`config.mk`:
```
export PLATFORM = sky130hd
export DESIGN_NAME = core_top
export DESIGN_NICKNAME = d
export VERILOG_FILES = /design/src/design/isa_pkg.sv /design/src/design/alu_pkg.sv /design/src/design/inst_intake.sv /design/src/design/decode_regread.sv /design/src/design/alu_execute.sv /design/src/design/report_queue.sv /design/src/design/core_top.sv
export VERILOG_INCLUDE_DIRS = /design/src /design/src/design
export SDC_FILE = /design/constraint.sdc
export NUM_CORES = 2
export LEC_CHECK = 0
export BUFFER_PORTS_ARGS = -buffer_cell sky130_fd_sc_hd__buf_2
export CORE_MARGIN = 10
export CORE_UTILIZATION = 45
export CTS_BUF_LIST = sky130_fd_sc_hd__clkbuf_8
export CTS_CLUSTER_SIZE = 14
export DETAILED_ROUTE_END_ITERATION = 10
export PLACE_DENSITY = 0.72
export REMOVE_ABC_BUFFERS = 1
export SYNTH_ARGS = -nofsm -noshare
export SYNTH_HDL_FRONTEND = slang
export SYNTH_SLANG_ARGS = --single-unit
```
`constraint.sdc`:
```
create_clock -name clock -period 6.57 [get_ports clock]
set_clock_uncertainty 0.05 [all_clocks]
set_input_delay 1.314 -clock clock [delete_from_list [all_inputs] [get_ports clock]]
set_output_delay 1.314 -clock clock [all_outputs]
set_load 0.01 [all_outputs]
```
`src/design/core_cfg.svh`:
```
// Core configuration macros for widths, register counts, report range and queue depth
`ifndef CORE_CFG_SVH
`define CORE_CFG_SVH

// Data path
`define XLEN 32

// Architectural register file
`define REG_COUNT 32
`define REG_ADDR_W 5

// Registers whose writes are sent out as report messages
`define RPT_REG_LO 10
`define RPT_REG_HI 17

// Report FIFO entries
`define RPT_DEPTH 4

// Stages that may still push a report after the stall is raised:
// execute input register and writeback register
`define PIPE_SLOTS 2

`endif

```
`src/design/isa_pkg.sv`:
```
// Instruction word views, opcode values and funct3/funct7 codes
package isa_pkg;

  // Register-register layout
  typedef struct packed {
    logic [6:0] funct7;
    logic [4:0] rs2;
    logic [4:0] rs1;
    logic [2:0] funct3;
    logic [4:0] rd;
    logic [6:0] opcode;
  } r_form_t;

  // Register-immediate layout; upper 20 bits double as the LUI immediate
  typedef struct packed {
    logic [11:0] imm;
    logic [4:0]  rs1;
    logic [2:0]  funct3;
    logic [4:0]  rd;
    logic [6:0]  opcode;
  } i_form_t;

  // One instruction word, decoded either way
  typedef union packed {
    r_form_t r;
    i_form_t i;
  } inst_word_u;

  // Supported major opcodes
  localparam logic [6:0] OPC_OP     = 7'b0110011;
  localparam logic [6:0] OPC_OP_IMM = 7'b0010011;
  localparam logic [6:0] OPC_LUI    = 7'b0110111;

  // funct3 codes shared by OP and OP-IMM
  localparam logic [2:0] F3_ADD_SUB = 3'b000;
  localparam logic [2:0] F3_SLL     = 3'b001;
  localparam logic [2:0] F3_SLT     = 3'b010;
  localparam logic [2:0] F3_XOR     = 3'b100;
  localparam logic [2:0] F3_SRL_SRA = 3'b101;
  localparam logic [2:0] F3_OR      = 3'b110;
  localparam logic [2:0] F3_AND     = 3'b111;

  // funct7 bit picking SUB over ADD and SRA over SRL (instruction bit 30)
  localparam int F7_ALT_BIT = 5;

endpackage

```
`src/design/alu_pkg.sv`:
```
// ALU operation codes and operand-B select codes
package alu_pkg;

  localparam int ALU_OP_W = 4;

  localparam logic [ALU_OP_W-1:0] ALU_ADD   = 4'd0;
  localparam logic [ALU_OP_W-1:0] ALU_SUB   = 4'd1;
  localparam logic [ALU_OP_W-1:0] ALU_SLT   = 4'd2;
  localparam logic [ALU_OP_W-1:0] ALU_XOR   = 4'd3;
  localparam logic [ALU_OP_W-1:0] ALU_OR    = 4'd4;
  localparam logic [ALU_OP_W-1:0] ALU_AND   = 4'd5;
  localparam logic [ALU_OP_W-1:0] ALU_SLL   = 4'd6;
  localparam logic [ALU_OP_W-1:0] ALU_SRL   = 4'd7;
  localparam logic [ALU_OP_W-1:0] ALU_SRA   = 4'd8;
  localparam logic [ALU_OP_W-1:0] ALU_PASSB = 4'd9;

  // Operand B source
  localparam logic SRC_B_REG = 1'b0;
  localparam logic SRC_B_IMM = 1'b1;

endpackage

```
`src/design/inst_intake.sv`:
```
// Two-entry instruction skid buffer with a registered ready
`timescale 1ns/100ps
`include "core_cfg.svh"

module inst_intake (
  input  logic             clock,
  input  logic             i_rst_n,
  input  logic             i_inst_valid,
  input  logic [`XLEN-1:0] i_inst,
  output logic             o_inst_ready,
  output logic             o_dec_valid,
  output logic [`XLEN-1:0] o_dec_inst,
  input  logic             i_advance
);

  logic [`XLEN-1:0] slot [0:1];
  logic             wr_ptr;
  logic             rd_ptr;
  logic [1:0]       count;
  logic [1:0]       count_next;
  logic             push;
  logic             pop;

  assign push = i_inst_valid & o_inst_ready;
  assign pop  = o_dec_valid & i_advance;

  always_comb begin
    count_next = count;
    if (push && !pop) begin
      count_next = count + 2'd1;
    end else if (pop && !push) begin
      count_next = count - 2'd1;
    end
  end

  always_ff @(posedge clock) begin
    if (!i_rst_n) begin
      wr_ptr       <= 1'b0;
      rd_ptr       <= 1'b0;
      count        <= 2'd0;
      o_inst_ready <= 1'b0;
    end else begin
      count <= count_next;
      // Offer a slot next cycle only if one is still free after this edge
      o_inst_ready <= (count_next != 2'd2);
      if (push) begin
        wr_ptr <= ~wr_ptr;
      end
      if (pop) begin
        rd_ptr <= ~rd_ptr;
      end
    end
  end

  always_ff @(posedge clock) begin
    if (push) begin
      slot[wr_ptr] <= i_inst;
    end
  end

  assign o_dec_valid = (count != 2'd0);
  assign o_dec_inst  = slot[rd_ptr];

  // Source must hold a refused word until it is taken
  a_inst_hold: assert property (@(posedge clock) disable iff (!i_rst_n)
    (i_inst_valid && !o_inst_ready) |=> (i_inst_valid && $stable(i_inst)))
    else $error("instruction changed while waiting for ready");

endmodule

```
`src/design/decode_regread.sv`:
```
// Instruction decode, register file, operand bypass and execute-stage register
`timescale 1ns/100ps
`include "core_cfg.svh"

module decode_regread import isa_pkg::*, alu_pkg::*; (
  input  logic                   clock,
  input  logic                   i_rst_n,
  input  logic                   i_dec_valid,
  input  logic [`XLEN-1:0]       i_dec_inst,
  input  logic                   i_room,
  output logic                   o_advance,
  input  logic [`XLEN-1:0]       i_ex_result,
  input  logic                   i_wb_valid,
  input  logic                   i_wb_wr,
  input  logic [`REG_ADDR_W-1:0] i_wb_rd,
  input  logic [`XLEN-1:0]       i_wb_data,
  output logic                   o_ex_valid,
  output logic                   o_ex_wr,
  output logic [`REG_ADDR_W-1:0] o_ex_rd,
  output logic [ALU_OP_W-1:0]    o_ex_alu_op,
  output logic [`XLEN-1:0]       o_ex_a,
  output logic [`XLEN-1:0]       o_ex_b
);

  inst_word_u          inst;
  logic                alt;
  logic                known_f3;
  logic                op_supported;
  logic                rd_write;
  logic [ALU_OP_W-1:0] alu_op;
  logic                src_b_sel;
  logic [`XLEN-1:0]    imm_value;
  logic [`XLEN-1:0]    regs [0:`REG_COUNT-1];
  logic                rf_we;
  logic [`XLEN-1:0]    rs1_value;
  logic [`XLEN-1:0]    rs2_value;

  assign inst = i_dec_inst;

  // Report back-pressure is the only stall source
  assign o_advance = i_room;

  always_comb begin
    alt          = inst.r.funct7[F7_ALT_BIT];
    known_f3     = 1'b1;
    op_supported = 1'b0;
    alu_op       = ALU_ADD;
    src_b_sel    = SRC_B_REG;
    imm_value    = {{(`XLEN-12){inst.i.imm[11]}}, inst.i.imm};

    case (inst.r.funct3)
      // ADDI has no subtract form, its bit 30 is immediate
      F3_ADD_SUB: alu_op = (inst.r.opcode == OPC_OP && alt) ? ALU_SUB : ALU_ADD;
      F3_SLL:     alu_op = ALU_SLL;
      F3_SLT:     alu_op = ALU_SLT;
      F3_XOR:     alu_op = ALU_XOR;
      F3_SRL_SRA: alu_op = alt ? ALU_SRA : ALU_SRL;
      F3_OR:      alu_op = ALU_OR;
      F3_AND:     alu_op = ALU_AND;
      default:    known_f3 = 1'b0;
    endcase

    case (inst.r.opcode)
      OPC_OP: begin
        op_supported = known_f3;
      end
      OPC_OP_IMM: begin
        op_supported = known_f3;
        src_b_sel    = SRC_B_IMM;
      end
      OPC_LUI: begin
        op_supported = 1'b1;
        src_b_sel    = SRC_B_IMM;
        alu_op       = ALU_PASSB;
        imm_value    = {inst.i.imm, inst.i.rs1, inst.i.funct3, 12'd0};
      end
      default: begin
        op_supported = 1'b0;
      end
    endcase
  end

  // x0 is never a destination
  assign rd_write = op_supported && (inst.r.rd != '0);

  // Youngest in-flight writer wins, then writeback, then the file
  function automatic logic [`XLEN-1:0] read_operand(input logic [`REG_ADDR_W-1:0] rs);
    if (o_ex_wr && (o_ex_rd == rs)) begin
      return i_ex_result;
    end else if (i_wb_wr && (i_wb_rd == rs)) begin
      return i_wb_data;
    end
    return regs[rs];
  endfunction

  always_comb begin
    rs1_value = read_operand(inst.r.rs1);
    rs2_value = read_operand(inst.r.rs2);
  end

  // Retire in step with the report push
  assign rf_we = o_advance & i_wb_valid & i_wb_wr;

  always_ff @(posedge clock) begin
    if (!i_rst_n) begin
      for (int idx = 0; idx < `REG_COUNT; idx++) begin
        regs[idx] <= '0;
      end
    end else if (rf_we) begin
      regs[i_wb_rd] <= i_wb_data;
    end
  end

  always_ff @(posedge clock) begin
    if (!i_rst_n) begin
      o_ex_valid <= 1'b0;
      o_ex_wr    <= 1'b0;
    end else if (o_advance) begin
      o_ex_valid <= i_dec_valid;
      o_ex_wr    <= i_dec_valid & rd_write;
    end
  end

  always_ff @(posedge clock) begin
    if (o_advance) begin
      o_ex_rd     <= inst.r.rd;
      o_ex_alu_op <= alu_op;
      o_ex_a      <= rs1_value;
      o_ex_b      <= (src_b_sel == SRC_B_IMM) ? imm_value : rs2_value;
    end
  end

  // Write enable travels through execute and writeback before landing here
  a_no_x0_write: assert property (@(posedge clock) disable iff (!i_rst_n)
    rf_we |-> (i_wb_rd != '0))
    else $error("register file write to x0");

endmodule

```
`src/design/alu_execute.sv`:
```
// Integer ALU and writeback-stage register
`timescale 1ns/100ps
`include "core_cfg.svh"

module alu_execute import alu_pkg::*; (
  input  logic                   clock,
  input  logic                   i_rst_n,
  input  logic                   i_advance,
  input  logic                   i_ex_valid,
  input  logic                   i_ex_wr,
  input  logic [`REG_ADDR_W-1:0] i_ex_rd,
  input  logic [ALU_OP_W-1:0]    i_ex_alu_op,
  input  logic [`XLEN-1:0]       i_ex_a,
  input  logic [`XLEN-1:0]       i_ex_b,
  output logic [`XLEN-1:0]       o_ex_result,
  output logic                   o_wb_valid,
  output logic                   o_wb_wr,
  output logic [`REG_ADDR_W-1:0] o_wb_rd,
  output logic [`XLEN-1:0]       o_wb_data
);

  localparam int SHAMT_W = $clog2(`XLEN);

  logic [SHAMT_W-1:0] shamt;
  logic [`XLEN-1:0]   result;

  assign shamt = i_ex_b[SHAMT_W-1:0];

  always_comb begin
    case (i_ex_alu_op)
      ALU_ADD:   result = i_ex_a + i_ex_b;
      ALU_SUB:   result = i_ex_a - i_ex_b;
      // Signed compare
      ALU_SLT:   result = {{(`XLEN-1){1'b0}}, $signed(i_ex_a) < $signed(i_ex_b)};
      ALU_XOR:   result = i_ex_a ^ i_ex_b;
      ALU_OR:    result = i_ex_a | i_ex_b;
      ALU_AND:   result = i_ex_a & i_ex_b;
      ALU_SLL:   result = i_ex_a << shamt;
      ALU_SRL:   result = i_ex_a >> shamt;
      ALU_SRA:   result = $signed(i_ex_a) >>> shamt;
      ALU_PASSB: result = i_ex_b;
      default:   result = '0;
    endcase
  end

  // Forwarded to decode for back-to-back dependencies
  assign o_ex_result = result;

  always_ff @(posedge clock) begin
    if (!i_rst_n) begin
      o_wb_valid <= 1'b0;
      o_wb_wr    <= 1'b0;
    end else if (i_advance) begin
      o_wb_valid <= i_ex_valid;
      o_wb_wr    <= i_ex_valid & i_ex_wr;
    end
  end

  always_ff @(posedge clock) begin
    if (i_advance) begin
      o_wb_rd   <= i_ex_rd;
      o_wb_data <= result;
    end
  end

endmodule

```
`src/design/report_queue.sv`:
```
// Report FIFO for writes to x10..x17, with room flag and report handshake
`timescale 1ns/100ps
`include "core_cfg.svh"

module report_queue (
  input  logic                   clock,
  input  logic                   i_rst_n,
  input  logic                   i_advance,
  input  logic                   i_wb_valid,
  input  logic                   i_wb_wr,
  input  logic [`REG_ADDR_W-1:0] i_wb_rd,
  input  logic [`XLEN-1:0]       i_wb_data,
  output logic                   o_room,
  output logic                   o_rpt_valid,
  output logic [`REG_ADDR_W-1:0] o_rpt_reg,
  output logic [`XLEN-1:0]       o_rpt_data,
  input  logic                   i_rpt_ready
);

  localparam int PTR_W = $clog2(`RPT_DEPTH);
  localparam int CNT_W = PTR_W + 1;
  localparam int RD_W  = `REG_ADDR_W;
  localparam logic [CNT_W-1:0] FULL_COUNT = CNT_W'(`RPT_DEPTH);
  // Highest count that still leaves space for every in-flight write
  localparam logic [CNT_W-1:0] ROOM_LIMIT = CNT_W'(`RPT_DEPTH - `PIPE_SLOTS - 1);
  localparam logic [RD_W-1:0]  RPT_LO     = RD_W'(`RPT_REG_LO);
  localparam logic [RD_W-1:0]  RPT_HI     = RD_W'(`RPT_REG_HI);

  logic [RD_W-1:0]  reg_mem  [0:`RPT_DEPTH-1];
  logic [`XLEN-1:0] data_mem [0:`RPT_DEPTH-1];
  logic [PTR_W-1:0] wr_ptr;
  logic [PTR_W-1:0] rd_ptr;
  logic [CNT_W-1:0] count;
  logic             in_range;
  logic             push;
  logic             pop;

  assign in_range = (i_wb_rd >= RPT_LO) && (i_wb_rd <= RPT_HI);
  assign push     = i_advance & i_wb_valid & i_wb_wr & in_range;
  assign pop      = o_rpt_valid & i_rpt_ready;

  always_ff @(posedge clock) begin
    if (!i_rst_n) begin
      wr_ptr <= '0;
      rd_ptr <= '0;
      count  <= '0;
    end else begin
      if (push) begin
        wr_ptr <= wr_ptr + PTR_W'(1);
      end
      if (pop) begin
        rd_ptr <= rd_ptr + PTR_W'(1);
      end
      case ({push, pop})
        2'b10:   count <= count + CNT_W'(1);
        2'b01:   count <= count - CNT_W'(1);
        default: count <= count;
      endcase
    end
  end

  always_ff @(posedge clock) begin
    if (push) begin
      reg_mem[wr_ptr]  <= i_wb_rd;
      data_mem[wr_ptr] <= i_wb_data;
    end
  end

  assign o_room      = (count <= ROOM_LIMIT);
  assign o_rpt_valid = (count != '0);
  assign o_rpt_reg   = reg_mem[rd_ptr];
  assign o_rpt_data  = data_mem[rd_ptr];

  // Stall must be raised early enough that the pipeline never overfills the queue
  a_no_push_full: assert property (@(posedge clock) disable iff (!i_rst_n)
    push |-> (count != FULL_COUNT))
    else $error("report push while FIFO full");

  a_rpt_hold: assert property (@(posedge clock) disable iff (!i_rst_n)
    (o_rpt_valid && !i_rpt_ready) |=>
      (o_rpt_valid && $stable(o_rpt_reg) && $stable(o_rpt_data)))
    else $error("report message changed while waiting for ready");

endmodule

```
`src/design/core_top.sv`:
```
// Core top level connecting intake, decode, execute and report queue
`timescale 1ns/100ps
`include "core_cfg.svh"

module core_top import alu_pkg::*; (
  input  logic                   clock,
  input  logic                   i_rst_n,
  input  logic                   i_inst_valid,
  input  logic [`XLEN-1:0]       i_inst,
  output logic                   o_inst_ready,
  output logic                   o_rpt_valid,
  output logic [`REG_ADDR_W-1:0] o_rpt_reg,
  output logic [`XLEN-1:0]       o_rpt_data,
  input  logic                   i_rpt_ready
);

  // Intake to decode
  logic                   dec_valid;
  logic [`XLEN-1:0]       dec_inst;

  // Stage enable and report room
  logic                   advance;
  logic                   room;

  // Execute stage
  logic                   ex_valid;
  logic                   ex_wr;
  logic [`REG_ADDR_W-1:0] ex_rd;
  logic [ALU_OP_W-1:0]    ex_alu_op;
  logic [`XLEN-1:0]       ex_a;
  logic [`XLEN-1:0]       ex_b;
  logic [`XLEN-1:0]       ex_result;

  // Writeback stage
  logic                   wb_valid;
  logic                   wb_wr;
  logic [`REG_ADDR_W-1:0] wb_rd;
  logic [`XLEN-1:0]       wb_data;

  inst_intake intake_i (
    .clock        (clock),
    .i_rst_n      (i_rst_n),
    .i_inst_valid (i_inst_valid),
    .i_inst       (i_inst),
    .o_inst_ready (o_inst_ready),
    .o_dec_valid  (dec_valid),
    .o_dec_inst   (dec_inst),
    .i_advance    (advance)
  );

  decode_regread decode_i (
    .clock       (clock),
    .i_rst_n     (i_rst_n),
    .i_dec_valid (dec_valid),
    .i_dec_inst  (dec_inst),
    .i_room      (room),
    .o_advance   (advance),
    .i_ex_result (ex_result),
    .i_wb_valid  (wb_valid),
    .i_wb_wr     (wb_wr),
    .i_wb_rd     (wb_rd),
    .i_wb_data   (wb_data),
    .o_ex_valid  (ex_valid),
    .o_ex_wr     (ex_wr),
    .o_ex_rd     (ex_rd),
    .o_ex_alu_op (ex_alu_op),
    .o_ex_a      (ex_a),
    .o_ex_b      (ex_b)
  );

  alu_execute execute_i (
    .clock       (clock),
    .i_rst_n     (i_rst_n),
    .i_advance   (advance),
    .i_ex_valid  (ex_valid),
    .i_ex_wr     (ex_wr),
    .i_ex_rd     (ex_rd),
    .i_ex_alu_op (ex_alu_op),
    .i_ex_a      (ex_a),
    .i_ex_b      (ex_b),
    .o_ex_result (ex_result),
    .o_wb_valid  (wb_valid),
    .o_wb_wr     (wb_wr),
    .o_wb_rd     (wb_rd),
    .o_wb_data   (wb_data)
  );

  report_queue report_i (
    .clock       (clock),
    .i_rst_n     (i_rst_n),
    .i_advance   (advance),
    .i_wb_valid  (wb_valid),
    .i_wb_wr     (wb_wr),
    .i_wb_rd     (wb_rd),
    .i_wb_data   (wb_data),
    .o_room      (room),
    .o_rpt_valid (o_rpt_valid),
    .o_rpt_reg   (o_rpt_reg),
    .o_rpt_data  (o_rpt_data),
    .i_rpt_ready (i_rpt_ready)
  );

endmodule

```
# After elaboration in Yosys (flattened, before gate mapping)
# Memory sizes are Yosys's and may differ from the RTL's. A register that Yosys moved wholly into a read port is not among the register bits.
# Cells that the tools add are included.
# totals
n_memories	4
ramBits	1236
ff_bits	126
in_bits	36
# mem_list
memory	words	word_bits	rd	rd_ports_with_merged_regs	wr	line	text
decode_i.regs	32	32	2	0	32	decode_regread.sv:33	logic [`XLEN-1:0] regs [0:`REG_COUNT-1];
report_i.data_mem	4	32	1	1	1	report_queue.sv:30	logic [`XLEN-1:0] data_mem [0:`RPT_DEPTH-1];
intake_i.slot	2	32	1	1	1	inst_intake.sv:16	logic [`XLEN-1:0] slot [0:1];
report_i.reg_mem	4	5	1	1	1	report_queue.sv:29	logic [RD_W-1:0] reg_mem [0:`RPT_DEPTH-1];
# classes
n_eq_ne	25
magnitude_cmp	4
add_sub_neg	8
n_bitwise	13
n_reduce_logical	21
shifts	3
muxes	39
# op_table
cell	count
32-bit one-hot mux with 10 select lines	1
32-bit 2-to-1 mux	8
32-bit adder	1
32-bit AND	1
32-bit < comparator	1
32-bit OR	1
32-bit OR reduction	1
32-bit by 5-bit << shifter with 32-bit output	1
32-bit by 5-bit right shift with 32-bit output	1
32-bit by 5-bit >>> shifter with 32-bit output	1
32-bit subtractor	1
32-bit bitwise XOR	1
31-bit 2-to-1 mux	1
4-bit one-hot mux with 7 select lines	1
5-bit == test	4
1-bit 2-to-1 mux	18
4-bit by 3-bit == test with 1-bit output, second input constant	4
7-bit by 6-bit == test with 1-bit output, second input constant	2
3-bit == test, second input constant	4
2-bit 2-to-1 mux	6
1-bit logical AND	9
1-bit AND	8
4-bit by 2-bit == test with 1-bit output, second input constant	2
4-bit == test, second input constant	2
27 further kinds	33

# Longest topological paths before layout
# depth
word_depth	8
ltp_mapped	16

# By module
# A second synthesis with hierarchy kept.
# unflattened
cells_unflattened	5711
area_unflattened_um2	77299.1
# by_module_without_submodules
module	seq_area_each_um2	instances	cells_per_inst	area_per_inst_um2
decode_regread	32981.6	1	3995	58817.7
alu_execute	1151.1	1	1331	9992.1
report_queue	4624.4	1	252	5875.6
inst_intake	2042.0	1	133	2613.8

# Least setup slack after synthesis
# Ideal clock, no wire load.
# synth_path
path_type	reg-to-reg
from	register report_i.count[1]
to	memory decode_i.regs[28][0] (netlist name), enable pin
setup_ps	466
period_less_slack_ps	7197
required_ps	6054
stages_incl_launch_ff	14
arrival_time_ps	6681
n_path_buf	4
path_slack_ps	-627
path_cell_list	dfxtp_1 inv_1 ha_1 a21oi_1 or2_1 clkbuf_1 inv_1 and3_1 clkbuf_1 nand2_1 or3_1 clkbuf_1 clkbuf_1 o21ai_0
# synth_rtl
item	line	text
from (decl)	report_queue.sv:33	logic [CNT_W-1:0] count;
from (signal assigned)	report_queue.sv:55	2'b10: count <= count + CNT_W'(1);
from (signal assigned)	report_queue.sv:56	2'b01: count <= count - CNT_W'(1);
from (signal assigned)	report_queue.sv:57	default: count <= count;
to (decl)	decode_regread.sv:33	

==> summary.json <==
{
  "run_status": {
    "outcome": "finished, final reports clean"
  },
  "clocking": {
    "cts-resized-gates": 0,
    "clock-root-buffer": "sky130_fd_sc_hd__clkbuf_8",
    "clk_transition_reported_paths_ns": 0.07,
    "clock_insertion_delay_worst_skew_ns": 1.02,
    "numClockSinks": 1365,
    "clock_tree_from_tritoncts": "built",
    "cts_buffer_depth": 3,
    "h-tree-depth": 4,
    "numCtsBuffers": 221,
    "cts_hold_buf": 0,
    "cts.repair_timing.setup_buffer_count": 0
  },
  "route": {
    "dr.pass1.iters": 7,
    "first_iter_violations": 11617,
    "routed_wire_per_std_cell_um": 30.3,
    "postRouteWirelength_um": 305000,
    "drt.antenna.violating_nets": 0,
    "avgViaCountPerCell": 6.66,
    "dr_total_vias": 67205,
    "drc": 0
  },
  "floorplanning": {
    "initial_utilization_pct": 45.4,
    "placementRows": 154,
    "die_area_um2": 195000,
    "floorplan.core_area_um2": 176000,
    "top_level_ports": 75,
    "die_height_um": 442,
    "die-width_um": 442
  },
  "final_layout": {
    "design_area_um2": 87300,
    "final_core_util_pct": 49.5,
    "final_nets": 7715,
    "layout-area-overhead-vs-synth_pct": 8.97,
    "fraction_of_layout_instances_using_a_drive_strength_above_1_pct": 12.9,
    "number_of_cells_in_the_finished_layout_apart_from_fillers": 10090
  },
  "placement": {
    "place_inst": 9684,
    "gp_congestion": 0.971,
    "placedInstanceArea_um2": 83200,
    "numPortBuffers": 74,
    "place.detailed.hpwl_um": 191000
  },
  "power_and_ir_drop": {
    "report.power.total_uw": 36500,
    "vdd.ir_drop.worst_v": 0.000282,
    "cellLeakagePower_uw": 0.0323,
    "power.density_cell_area_nw_per_um2": 418
  },
  "yosys": {
    "synth.cell_area_um2": 80100,
    "synth.yosys.seq_area_share_pct": 50.9,
    "ys_dominant_reg_cell": "sky130_fd_sc_hd__edfxtp_1",
    "syn_avg_cell_area_um2": 10.3,
    "post_synth_arst_share_pct": 0,
    "yosysTopAreaCellShare_pct": 50.5,
    "yosys_warnings": 0,
    "synth.distinct_cells": 103,
    "synth_fa_ha_area_share_pct": 1.77,
    "syn_inst": 7762,
    "synth_enable_flop_cells": 1346,
    "ys_ff_latch": 1365,
    "synth_largest_area_cell": "sky130_fd_sc_hd__edfxtp_1",
    "muxShareOfSynthArea_pct": 8.83,
    "synth_simple_gate_area_share_pct": 23.3,
    "synth_top_cells_by_area": "sky130_fd_sc_hd__edfxtp_1 50%, sky130_fd_sc_hd__and2_1 8.1%, sky130_fd_sc_hd__nand2_1 8.0%, sky130_fd_sc_hd__mux4_2 7.2%, sky130_fd_sc_hd__nand3_1 3.3%",
    "synth_compound_area_share_pct": 10.6,
    "synth_top_family_by_area": "simple AND/OR/NAND/NOR gates",
    "yosys.area_share.xor_xnor_pct": 0.372
  },
  "worst_setup_path": {
    "path_class": "register to register",
    "worst_path_most_repeated_cell": "sky130_fd_sc_hd__a311oi_1",
    "start_kind": "register",
    "reg2reg_to": "decode_i.o_ex_b[13]$_DFFE_PN_",
    "crit_path_top_delay_cell": "sky130_fd_sc_hd__a311oi_1",
    "r2r_cells": 9,
    "critPathArrivalTime_ns": 6.06,
    "critPathMaxStageDelay_ns": 0.91,
    "critPathMaxFanout": 60,
    "crit_required_ns": 7.26,
    "crit_path_cell_trace": "buf_4 > mux2_8 > buf_4 > a311oi_1 > a311oi_1 > a311oi_1 > a31oi_1 > a21oi_1 > a211o_1",
    "critical_path.endpoint_type": "register",
    "timing.reg2reg.setup_slack_ns": 1.20
  },
  "timing": {
    "final_period_minus_worst_setup_slack_ns": 5.37,
    "timing.final.crit_share_pct": 81.8,
    "timing_hold_violations_final": 0,
    "worst_slew_slack_as_a_fraction_of_its_limit_pct": 5.06,
    "fmaxAchievable_mhz": 186,
    "final-max-slew-violation-count": 0,
    "timing.final.setup_violations": 0,
    "grt_setup_unrepaired": "false",
    "tightestPinTransition_ns": 1.42
  },
  "hold_path": {
    "min_path_cells": 1,
    "timing.hold.worst.start": "intake_i.count[0]$_SDFF_PN0_",
    "timing.hold.worst.class": "register to register",
    "worstHoldEndpoint": "intake_i.o_inst_ready$_SDFF_PN0_"
  },
  "global_routing": {
    "number_of_global_route_vias_before_repair": 64340,
    "grt_overflow_total": 0,
    "gr-usage-all-layers_pct": 29.8,
    "grt_max_degree": 111,
    "grt_pass1_wl_um": 438000,
    "grt_antenna_before_repair": 21
  },
  "run": {
    "maxCapViolCount": 0
  }
}
-- routing by layer --
metal | vias to the layer above | global-route usage, % | part of all wire [%]
met5 | - | 0.854 | 0.10
met4 | 18 | 20.3 | 8.2
met3 | 1210 | 9.41 | 16
met2 | 5860 | 43.3 | 42
met1 | 32277 | 37.8 | 34
li1 | 27840 | - | -
-- sequential cells by signal (all words and copies together), names as in the netlist, 2 cells and up, named ones only --
name and count:
decode_i.regs 1024, decode_i.o_ex_a 32, report_i.count 3, report_i.data_mem 128, report_i.rd_ptr 2, execute_i.o_wb_data 32, decode_i.o_ex_b 32, intake_i.count 2
report_i.wr_ptr 2, decode_i.o_ex_alu_op 4, report_i.reg_mem 20, intake_i.slot 64, decode_i.o_ex_rd 5, execute_i.o_wb_rd 5
-- through the flow --
step / hold slack [ns] / setup slack (ns) / TNS [ns]
detailed placement: 0.412 / 1.51 / 0
global placement: 0.398 / 1.54 / 0
global route: 0.443 / 1.10 / 0
finish: 0.437 / 1.20 / 0
floorplan: 0.376 / -7.62 / -728.41
CTS: 0.408 / 1.46 / 0
-- kinds of logic after synthesis --
group | Yosys count
and+or+nand+nor | 3851
adders and majority gates | 112
xor gates and xnor gates | 34
DFF | 1365
AOI/OAI and AO/OA | 1187
muxes | 370
buffers and inverters | 843
-- critical path: cells and delay by family (launching register included) --
kind | cells | cell delay [ns]
compound gates | 6 | 2.41
flops | 1 | 0.84
buf+inv | 2 | 1.04
mux | 1 | 0.70
-- cells in the final DEF, fill, tap and decap left out, types with 21 or more instances in the layout --
master / count
sky130_fd_sc_hd__a211o_1: 34
sky130_fd_sc_hd__a211oi_1: 72
sky130_fd_sc_hd__a21o_1: 46
sky130_fd_sc_hd__a21oi_1: 207
sky130_fd_sc_hd__a221oi_1: 21
sky130_fd_sc_hd__a22oi_1: 21
sky130_fd_sc_hd__a311oi_1: 266
sky130_fd_sc_hd__a31oi_1: 108
sky130_fd_sc_hd__and2_1: 1042
sky130_fd_sc_hd__and3_1: 186
sky130_fd_sc_hd__buf_12: 24
sky130_fd_sc_hd__buf_2: 73
sky130_fd_sc_hd__buf_4: 210
sky130_fd_sc_hd__clkbuf_8: 225
sky130_fd_sc_hd__clkinv_1: 59
sky130_fd_sc_hd__clkinv_2: 35
sky130_fd_sc_hd__edfxtp_1: 1346
sky130_fd_sc_hd__ha_1: 110
sky130_fd_sc_hd__inv_1: 176
sky130_fd_sc_hd__mux2_2: 29
sky130_fd_sc_hd__mux2i_1: 59
sky130_fd_sc_hd__mux4_2: 255
sky130_fd_sc_hd__nand2_1: 1708
sky130_fd_sc_hd__nand3_1: 527
sky130_fd_sc_hd__nor2_1: 200
sky130_fd_sc_hd__nor2_2: 30
sky130_fd_sc_hd__nor3_1: 30
sky130_fd_sc_hd__o211ai_1: 35
sky130_fd_sc_hd__o21ai_0: 128
sky130_fd_sc_hd__o21ai_4: 32
sky130_fd_sc_hd__o221ai_1: 21
sky130_fd_sc_hd__xnor2_1: 29
-- synthesized netlist by cell type, types with 15 or more instances --
library cell / instances
sky130_fd_sc_hd__nor2_1: 233
sky130_fd_sc_hd__a221oi_1: 21
sky130_fd_sc_hd__nor3_1: 30
sky130_fd_sc_hd__mux2_2: 35
sky130_fd_sc_hd__ha_1: 110
sky130_fd_sc_hd__xnor2_1: 29
sky130_fd_sc_hd__dfxtp_1: 19
sky130_fd_sc_hd__and3_1: 190
sky130_fd_sc_hd__a211o_1: 34
sky130_fd_sc_hd__a21oi_1: 207
sky130_fd_sc_hd__a211oi_1: 72
sky130_fd_sc_hd__a22oi_1: 21
sky130_fd_sc_hd__clkbuf_1: 514
sky130_fd_sc_hd__nor2b_1: 18
sky130_fd_sc_hd__mux2i_1: 65
sky130_fd_sc_hd__inv_1: 117
sky130_fd_sc_hd__o221ai_1: 21
sky130_fd_sc_hd__buf_1: 82
sky130_fd_sc_hd__o21ai_0: 160
sky130_fd_sc_hd__nor4_1: 15
sky130_fd_sc_hd__mux4_2: 255
sky130_fd_sc_hd__buf_2: 113
sky130_fd_sc_hd__edfxtp_1: 1346
sky130_fd_sc_hd__and2_1: 1043
sky130_fd_sc_hd__a311oi_1: 269
sky130_fd_sc_hd__o21ai_1: 19
sky130_fd_sc_hd__a31oi_1: 108
sky130_fd_sc_hd__o31ai_1: 16
sky130_fd_sc_hd__nand2_1: 1708
sky130_fd_sc_hd__nand2b_1: 19
sky130_fd_sc_hd__a21o_1: 46
sky130_fd_sc_hd__nand3_1: 528
sky130_fd_sc_hd__a221o_1: 17
sky130_fd_sc_hd__o211ai_1: 35
-- worst max-delay path by stage --
stage / endpoint / slack (ns) / cells after the start / from
2_1_floorplan: decode_i.o_ex_b[17]$_DFFE_PN_ / -7.62 / 9 / register
3_3_place_gp: decode_i.o_ex_b[13]$_DFFE_PN_ / 1.54 / 9 / register
3_5_place_dp: decode_i.o_ex_b[13]$_DFFE_PN_ / 1.51 / 9 / register
4_1_cts: decode_i.o_ex_b[13]$_DFFE_PN_ / 1.46 / 9 / register
5_1_grt: decode_i.o_ex_b[13]$_DFFE_PN_ / 1.10 / 9 / register
6_report: decode_i.o_ex_b[13]$_DFFE_PN_ / 1.20 / 9 / register
-- final cells by class --
| type | instances | area, um^2 |
|---|---|---|
| sequential | 1365 | 40800 |
| clock inverter | 173 | 963 |
| fill | 15618 | 89200 |
| timing repair buffer | 307 | 2420 |
| tap | 2340 | 2930 |
| clock buffer | 225 | 3100 |
| multi-input combinational | 5554 | 36600 |
| antenna | 8 | 20.0 |
| inverter | 118 | 445 |
-- where the power goes --
part	switching, uW	internal [uW]	total [uW]
sequential	950	10500	11400
clock	3620	3400	7030
combinational	12500	5480	18000
No activity file was read; power rests on OpenSTA's default activity.
